`config.mk`:
```
export PLATFORM = sky130hd
export DESIGN_NAME = obstacle_top
export DESIGN_NICKNAME = d
export VERILOG_FILES = /design/src/hdl/obstacle_pkg.sv /design/src/hdl/beam_window.sv /design/src/hdl/frame_lfsr.sv /design/src/hdl/obstacle_motion.sv /design/src/hdl/obstacle_top.sv /design/src/hdl/pixel_compositor.sv
export VERILOG_INCLUDE_DIRS = /design/src /design/src/include
export SDC_FILE = /design/constraint.sdc
export NUM_CORES = 1
export LEC_CHECK = 0
export BUFFER_PORTS_ARGS = -buffer_cell sky130_fd_sc_hd__buf_2
export CELL_PAD_IN_SITES_DETAIL_PLACEMENT = 2
export CELL_PAD_IN_SITES_GLOBAL_PLACEMENT = 2
export CORE_MARGIN = 10
export CORE_UTILIZATION = 40
export CTS_CLUSTER_SIZE = 20
export DETAILED_ROUTE_END_ITERATION = 6
export PLACE_DENSITY_LB_ADDON = 0.1
export SLEW_MARGIN = 10
export SYNTH_ARGS = -nofsm -noshare
export SYNTH_HDL_FRONTEND = slang
export SYNTH_HIERARCHICAL = 1
export SYNTH_SLANG_ARGS = --single-unit
```
`constraint.sdc`:
```
create_clock -name RESET -period 9.5 [get_ports RESET]
set_input_delay 0.475 -clock RESET [delete_from_list [all_inputs] [get_ports RESET]]
set_output_delay 0.475 -clock RESET [all_outputs]
set_load 0.02 [all_outputs]
```
`src/include/sprite_rom.svh`:
```
// one bit of a 16x16 sprite
// bit 15 of a line is the leftmost column
// blank rows and the unused kind fall through to the default
function automatic logic sprite_bit(
    input obstacle_pkg::kind_t kind,
    input logic [3:0]          row,
    input logic [3:0]          col
);
    logic [obstacle_pkg::sprite_w-1:0] line;
    case ({kind, row})
        // grass
        6'h06: line = 16'b0000_0001_0000_0000;
        6'h07: line = 16'b0000_0001_0001_0000;
        6'h08: line = 16'b0010_0001_1001_0000;
        6'h09: line = 16'b0010_0101_0011_0000;
        6'h0a: line = 16'b0011_0101_0011_0100;
        6'h0b: line = 16'b0001_0101_0110_0100;
        6'h0c: line = 16'b0101_1101_1110_1100;
        6'h0d: line = 16'b0101_1111_1110_1110;
        6'h0e: line = 16'b0111_1111_1111_1110;
        6'h0f: line = 16'b1111_1111_1111_1111;
        // cactus
        6'h10: line = 16'b0000_0011_1100_0000;
        6'h11: line = 16'b0000_0111_1110_0000;
        6'h12: line = 16'b0000_0111_1110_0000;
        6'h13: line = 16'b0110_0111_1110_0000;
        6'h14: line = 16'b1111_0111_1110_0000;
        6'h15: line = 16'b1111_0111_1110_0110;
        6'h16: line = 16'b1111_0111_1110_1111;
        6'h17: line = 16'b1111_1111_1110_1111;
        6'h18: line = 16'b0111_1111_1110_1111;
        6'h19: line = 16'b0011_1111_1111_1111;
        6'h1a: line = 16'b0000_0111_1111_1110;
        6'h1b: line = 16'b0000_0111_1111_1100;
        6'h1c, 6'h1d, 6'h1e, 6'h1f: line = 16'b0000_0111_1110_0000; // trunk
        // snake with the head up and the body coiled below
        6'h22: line = 16'b0001_1111_0000_0000;
        6'h23: line = 16'b0011_0001_1000_0000;
        6'h24: line = 16'b0110_1010_1100_0000;
        6'h25: line = 16'b0110_0000_1100_0000;
        6'h26: line = 16'b0011_1111_1000_0000;
        6'h27: line = 16'b0001_1001_0000_0000;
        6'h28: line = 16'b0000_0110_0000_0000;
        6'h29: line = 16'b0000_1100_0000_0000;
        6'h2a: line = 16'b0000_1100_0000_0000;
        6'h2b: line = 16'b0000_0110_0000_0110;
        6'h2c: line = 16'b0000_0011_1000_1100;
        6'h2d: line = 16'b0000_0001_1111_1000;
        6'h2e: line = 16'b0011_1111_1111_1100;
        6'h2f: line = 16'b0111_1111_1111_1110;
        default: line = '0;
    endcase
    return line[obstacle_pkg::sprite_w - 1 - col];
endfunction

```
`src/hdl/obstacle_pkg.sv`:
```
package obstacle_pkg;

    // raster and sprite geometry
    localparam int screen_w   = 640;
    localparam int sprite_w   = 16;
    localparam int sprite_h   = 16;
    localparam int track_span = screen_w + sprite_w; // obstacle is fully off the left edge here
    localparam int band_top   = 344;                 // sprite sits on the ground line

    // wait between obstacles
    localparam int wait_step  = 10;                  // frames per lfsr unit
    localparam int num_kinds  = 3;

    // 0 means hidden, otherwise pixels travelled from the right edge
    typedef logic [9:0] pos_t;

    // 0 grass, 1 cactus, 2 snake
    typedef logic [1:0] kind_t;

    typedef logic [3:0] speed_t;                     // pixels per frame

    // raster position supplied by the video timing
    typedef struct packed {
        logic [8:0] row;
        logic [9:0] col;
    } scan_t;

    // what a collision detector needs to know
    typedef struct packed {
        pos_t  pos;
        kind_t kind;
    } obstacle_t;

endpackage

```
`src/hdl/beam_window.sv`:
```
module beam_window (
    input  logic                RESET,
    input  logic                arst_n,
    input  obstacle_pkg::scan_t scan,
    output obstacle_pkg::scan_t scan_q,
    output logic                in_band
);

    logic row_hit;

    // rows covered by the sprite
    assign row_hit = (scan.row >= 9'(obstacle_pkg::band_top)) &&
                     (scan.row <= 9'(obstacle_pkg::band_top + obstacle_pkg::sprite_h - 1));

    always_ff @(posedge RESET) begin
        scan_q <= scan;
    end

    always_ff @(posedge RESET or negedge arst_n) begin
        if (!arst_n) begin
            in_band <= 1'b0;
        end else begin
            in_band <= row_hit; // lines up with scan_q
        end
    end

endmodule

```
`src/hdl/frame_lfsr.sv`:
```
module frame_lfsr (
    input  logic       RESET,
    input  logic       arst_n,
    input  logic       frame_tick,
    output logic [3:0] rnd
);

    // x^4 + x^3 + 1 in fibonacci form, runs through all 15 nonzero states
    always_ff @(posedge RESET or negedge arst_n) begin
        if (!arst_n) begin
            rnd <= 4'd1; // any nonzero seed works
        end else if (frame_tick) begin
            rnd <= {rnd[2:0], rnd[3] ^ rnd[2]};
        end
    end

endmodule

```
`src/hdl/obstacle_motion.sv`:
```
module obstacle_motion (
    input  logic                    RESET,
    input  logic                    arst_n,
    input  logic                    frame_tick,
    input  logic                    game_active,
    input  logic                    start,
    input  obstacle_pkg::speed_t    speed,
    output obstacle_pkg::obstacle_t obstacle
);

    logic [3:0]          rnd;
    obstacle_pkg::pos_t  pos_q;
    obstacle_pkg::kind_t kind_q;
    logic [9:0]          wait_cnt;
    logic [9:0]          wait_time;
    logic [10:0]         pos_sum;
    obstacle_pkg::pos_t  pos_next;

    frame_lfsr i_lfsr (
        .RESET      (RESET),
        .arst_n     (arst_n),
        .frame_tick (frame_tick),
        .rnd        (rnd)
    );

    // scroll step modulo the track span
    assign pos_sum  = {1'b0, pos_q} + {7'd0, speed};
    assign pos_next = (pos_sum >= 11'(obstacle_pkg::track_span))
                    ? obstacle_pkg::pos_t'(pos_sum - 11'(obstacle_pkg::track_span))
                    : obstacle_pkg::pos_t'(pos_sum);

    always_ff @(posedge RESET or negedge arst_n) begin
        if (!arst_n) begin
            pos_q     <= '0;
            kind_q    <= '0;
            wait_cnt  <= '0;
            wait_time <= '0;
        end else if (frame_tick) begin
            if (game_active) begin
                if (pos_q == '0) begin
                    if (wait_cnt == '0) begin
                        // pick the next obstacle and how long to hold it back
                        wait_time <= 10'(rnd * obstacle_pkg::wait_step);
                        kind_q    <= obstacle_pkg::kind_t'(rnd % obstacle_pkg::num_kinds);
                        wait_cnt  <= 10'd1;
                    end else if (wait_cnt >= wait_time) begin
                        pos_q    <= obstacle_pkg::pos_t'(speed); // enters at the right edge
                        wait_cnt <= '0;
                    end else begin
                        wait_cnt <= wait_cnt + 10'd1;
                    end
                end else begin
                    pos_q <= pos_next;
                end
            end else if (start) begin
                // restart after game over keeps the kind
                pos_q     <= '0;
                wait_cnt  <= '0;
                wait_time <= '0;
            end
        end
    end

    assign obstacle.pos  = pos_q;
    assign obstacle.kind = kind_q;

endmodule

```
`src/hdl/obstacle_top.sv`:
```
module obstacle_top (
    input  logic                    RESET,
    input  logic                    arst_n,
    input  logic                    frame_tick,
    input  logic                    game_active,
    input  logic                    start,
    input  obstacle_pkg::speed_t    speed,
    input  obstacle_pkg::scan_t     scan,
    output obstacle_pkg::obstacle_t obstacle,
    output logic                    px
);

    obstacle_pkg::scan_t scan_q;
    logic                in_band;

    // once per frame
    obstacle_motion i_motion (
        .RESET       (RESET),
        .arst_n      (arst_n),
        .frame_tick  (frame_tick),
        .game_active (game_active),
        .start       (start),
        .speed       (speed),
        .obstacle    (obstacle)
    );

    // once per pixel
    beam_window i_window (
        .RESET   (RESET),
        .arst_n  (arst_n),
        .scan    (scan),
        .scan_q  (scan_q),
        .in_band (in_band)
    );

    pixel_compositor i_compositor (
        .RESET    (RESET),
        .arst_n   (arst_n),
        .scan_q   (scan_q),
        .in_band  (in_band),
        .obstacle (obstacle),
        .px       (px)
    );

endmodule

```
`src/hdl/pixel_compositor.sv`:
```
module pixel_compositor (
    input  logic                    RESET,
    input  logic                    arst_n,
    input  obstacle_pkg::scan_t     scan_q,
    input  logic                    in_band,
    input  obstacle_pkg::obstacle_t obstacle,
    output logic                    px
);

    `include "sprite_rom.svh"

    logic [10:0] x_track;  // column in track coordinates
    logic        col_hit;
    logic [3:0]  spr_row;
    logic [3:0]  spr_col;
    logic        shown;

    // screen_w - pos <= col < screen_w + sprite_w - pos, kept unsigned
    assign x_track = {1'b0, scan_q.col} + {1'b0, obstacle.pos};
    assign col_hit = (x_track >= 11'(obstacle_pkg::screen_w)) &&
                     (x_track < 11'(obstacle_pkg::screen_w + obstacle_pkg::sprite_w));

    assign spr_row = 4'(scan_q.row - 9'(obstacle_pkg::band_top));
    assign spr_col = 4'(x_track - 11'(obstacle_pkg::screen_w));

    assign shown = in_band && (obstacle.pos != '0) && col_hit;

    always_ff @(posedge RESET or negedge arst_n) begin
        if (!arst_n) begin
            px <= 1'b0;
        end else begin
            px <= shown && sprite_bit(obstacle.kind, spr_row, spr_col);
        end
    end

endmodule

```
# Word level (Yosys, flattened, before mapping)
# Memory sizes are Yosys's and may differ from the RTL's.
# Index checks and enable logic that the tools add are counted.
[classes]
addsub = 7
n_mul = 1
n_div = 1
n_lt_le_gt_ge = 7
n_eq_ne = 4
muxes = 15
bitwise_logic = 1
n_reduce_logical = 13
[ops]
columns = ["op", "n"]
rows = [
  ["2-to-1 mux 10 bit", 13],
  ["less-than comparator 32 x 5 -> 1 bit (second input constant)", 1],
  ["remainder unit 4 x 2 -> 32 bit (second input constant)", 1],
  ["greater-or-equal comparator 11 x 10 -> 1 bit (second input constant)", 2],
  ["logical NOT 10 bit", 2],
  ["AND reduction 4 bit", 3],
  ["adder 10 x 10 -> 11 bit", 1],
  ["adder 10 x 4 -> 11 bit", 1],
  ["less-than comparator 11 x 10 -> 1 bit (second input constant)", 1],
  ["adder 10 x 1 -> 10 bit (second input constant)", 1],
  ["greater-or-equal comparator 10 bit", 1],
  ["nonzero test 10 bit", 1],
  ["subtractor 10 bit (second input constant)", 1],
  ["greater-or-equal comparator 9 bit (second input constant)", 1],
  ["less-or-equal comparator 9 bit (second input constant)", 1],
  ["multiplier 4 x 3 -> 7 bit (second input constant)", 1],
  ["inequality test 3 bit (second input constant)", 2],
  ["logical AND 1 bit", 5],
  ["subtractor 4 x 4 -> 5 bit (first input constant)", 1],
  ["binary-select mux 1 bit (select 4 bit)", 1],
  ["inequality test 2 x 1 -> 1 bit (second input constant)", 2],
  ["subtractor 4 x 1 -> 4 bit (second input constant)", 1],
  ["subtractor 4 bit (second input constant)", 1],
  ["AND reduction 3 bit", 1],
  ["3 further kinds", 3],
]
[totals]
reg_bits = 52
romBits = 1024
n_memories = 1
[mem_list]
columns = ["memory", "depth", "width", "rd", "rd_ports_with_merged_regs", "wr", "line_no", "text"]
rows = [
  ["(no name shown)", 64, 16, 1, 0, 0, "sprite_rom.svh:10", "case ({kind, row})"],
]

# Depth between registers and ports, before layout
[depth]
word_depth = 6
mapped_depth = 12
ltp_nobuf = 12

# Modules after synthesis
# The synthesis kept the hierarchy.
[modules_own_cells]
columns = ["mod", "n_inst", "cells_per_inst", "area_each_um2"]
rows = [
  ["obstacle_motion", 1, 272, 2359.8],
  ["pixel_compositor", 1, 191, 1317.5],
  ["beam_window", 1, 24, 437.9],
  ["frame_lfsr", 1, 10, 152.6],
]

# Worst setup path after synthesis
# No wires, ideal clock.
[synth_timing]
kind = "reg2reg"
from = "reg i_motion.pos_q[0]"
to = "reg i_motion.pos_q[8]"
setup_time_ns = 0.122
t_arrival_ns = 3.502
setup_slack_ns = 5.877
path_stages_with_launch = 13
n_path_buf = 0
cell_sequence = "dfrtp_1 > ha_1 > fa_1 > a211oi_4 > or2_1 > nor2_1 > nor2_1 > ha_1 > or4b_1 > o311ai_2 > a21oi_2 > or3_1 > a32o_1"
[synth_via]
elab_chain_len = 5
[synth_lines]
columns = ["item", "line_no", "text"]
rows = [
  ["start: declaration", "obstacle_motion.sv:12", "obstacle_pkg::pos_t pos_q;"],
  ["start signal: assignment", "obstacle_motion.sv:47", "pos_q <= obstacle_pkg::pos_t'(speed);"],
  ["start signal: assignment", "obstacle_motion.sv:53", "pos_q <= pos_next;"],
  ["adder 10 x 4 -> 11 bit", "obstacle_motion.sv:27", "assign pos_sum = {1'b0, pos_q} + {7'd0, speed};"],
  ["subtractor 10 bit / greater-or-equal comparator 11 x 10 -> 1 bit (equally long branches)", "obstacle_motion.sv:29, obstacle_motion.sv:28", ""],
  ["2-to-1 mux 10 bit", "obstacle_motion.sv:29", "? obstacle_pkg::pos_t'(pos_sum - 11'(obstacle_pkg::track_span))"],
  ["2-to-1 mux 10 bit", "obstacle_motion.sv:40", "if (pos_q == '0) begin"],
  ["2-to-1 mux 10 bit", "obstacle_motion.sv:39", "if (game_active) begin"],
]
# Several ways; a longest one is shown, not always the timed one.
# A chain may end at the register's enable or synchronous reset.

# Worst setup path after layout
# Ends and elaborated chain as after synthesis.

==> key figures <==
Logic synthesis
  • Synthesized cell area: 4170 sq um
  • Synthesized instance count: 492
  • Synth warnings: 6
  • Synthesized net count: 560
  • Mean post-synth cell area: 8.47 sq um

Timing
  • Tmin final: 3960 ps
  • Fin crit share: 0.417
  • Setup Skew: 8.06 ps
  • RSZ-0062 raised after global routing: false
  • Setup Viol. Count Final: 0
  • Setup slack after layout: 5540 ps
  • FMAX: 0.253 GHz
  • Max-slew headroom: 0.293
  • Slew @ Worst Pin: 1060 ps
  • Final Hold Fails: 0
  • Final setup TNS: 0 ps
  • Final count of pins violating max slew: 0

Clock tree
  • Reg clk slew, reported paths: 100 ps
  • CTS resizes: 0
  • H-tree depth: 2
  • Clock sink total: 49
  • Clk root buf: clkbuf_8
  • Worst skew pair latency: 320 ps
  • # hold bufs at CTS: 0
  • Cts bufs inserted: 5
  • Setup Buffers After CTS: 0
  • CTS tree: yes
  • CTS Buffer Depth: 2

Die
  • Core Rows: 37
  • Die Y: 122 um
  • Initial Util: 0.407
  • Core area: 10200 sq um
  • Die Span X: 122 um
  • Top Ports: 41
  • Area of the die: 14900 sq um

Worst setup path
  • Startpoint Class: register
  • CP required: 9710 ps
  • CP max FO: 8
  • Critical path class: register to register
  • CP Capture Type: register
  • Data arrival, critical path: 4170 ps

Pwr
  • Worst vdd rail ir drop: 0.128 mV
  • Total Power: 1.22 mW
  • Pleak: 1.97 nW
  • Power per cell area: 271 nW/um^2

Placement
  • DP Wirelength: 9870 um
  • Pre-CTS setup slack: 5470 ps
  • Gpl congestion: 0.843
  • # port buffers: 40

Routing
  • Via count: 3784
  • Final wirelength: 12900 um
  • Avg Vias per Cell: 5.79
  • Routed Antenna Nets: 0
  • DR WL/cell: 19.7 um
  • Drt first-iter violations: 200
  • DRC: 0
  • First-pass iteration count of the detailed router: 4

Global routing
  • Initial antenna violation count: 0
  • Largest net degree at the start of global routing: 36
  • Overflow after GRT: 0
  • GR Util All Layers: 0.178
  • Global-route wire length before repair: 22000 um
  • Vias in the first global route: 4304

Hold path
  • Worst hold path class: input pin to asynchronous set/reset pin

Finish
  • Filler instances: 1205
  • Commonest non-fill, non-tap cell in the layout: nand2_1
  • Final #Nets: 585
  • Layout area overhead: 8.44%
  • Share of cells above drive strength 1: 0.143
  • Number of diodes: 0
  • Most frequent cells in the layout: 46 x nand2_1, 42 x nor2_1, 40 x buf_2

Run status
  • Status: finished clean

Flow run
  • Total of max-cap violations: 0
## flip-flops by register name (all words and copies together), names as in the netlist
signal	count
i_window/scan_q	14
i_motion/pos_q	10
i_motion/wait_cnt	10
i_motion/wait_time	7
i_motion/i_lfsr/rnd	4
i_motion/kind_q	2
i_compositor/px	1
i_window/in_band	1
## metal layers
metal	vias up	wire (um)	share of wire	global-route usage
met4	0	102	0.0079	0.0331
li1	1856	-	-	-
met3	7	212	0.016	0.0231
met5	-	0	0	0
met1	1896	6250	0.49	0.231
met2	25	6310	0.49	0.310
## critical path, cell delays in order, from the launching register on
cell	delay (ps)
dfrtp_1	470
ha_1	240
fa_1	460
a211oi_4	380
or2_1	270
nor2_1	60
nor2_1	160
ha_1	160
or4b_1	450
o311ai_2	370
a21oi_2	180
or3_1	380
a32o_1	250
## area by class of cell
cell class	count	area, sq um	area share
clock buffers	5	68.8	0.0152
well taps	136	170	0.0377
repair buffers	40	200	0.0443
inverters	28	105	0.0233
flip-flops and latches	49	1160	0.256
clock inverters	3	21.3	0.00471
multi-input cells	393	2800	0.619
## power by group
group          switching, mW  internal, mW  leakage (nW)
Sequential             0.105         0.253         0.580
Combinational          0.428         0.303          1.34
Clock                 0.0826        0.0526        0.0445
## path summary, 6_finish.rpt
check	start	end	slack (ps)	cells past startpoint
max in group asynchronous	arst_n	i_motion/wait_cnt[0]	8730	1
worst min-delay path	arst_n	i_motion/i_lfsr/rnd[3]	240	1
worst max-delay path	i_motion/pos_q[0]	i_motion/pos_q[8]	5540	12
min in group RESET	scan[12]	i_window/scan_q[12]	250	1
worst min register to register	i_motion/wait_time[3]	i_motion/wait_time[3]	500	2
worst max register to register	i_motion/pos_q[0]	i_motion/pos_q[8]	5540	12
## metrics by stage
stage	utilization	hold WS (ps)	cells	instance area, sq um
2_1_floorplan	-	179	492	4170
3_3_place_gp	0.433	460	646	4430
3_5_place_dp	0.433	481	646	4430
4_1_cts	0.442	237	654	4520
5_1_grt	0.442	234	654	4520
6_report	0.442	241	654	4520
Note: power is estimated with default switching activity, not from simulation.
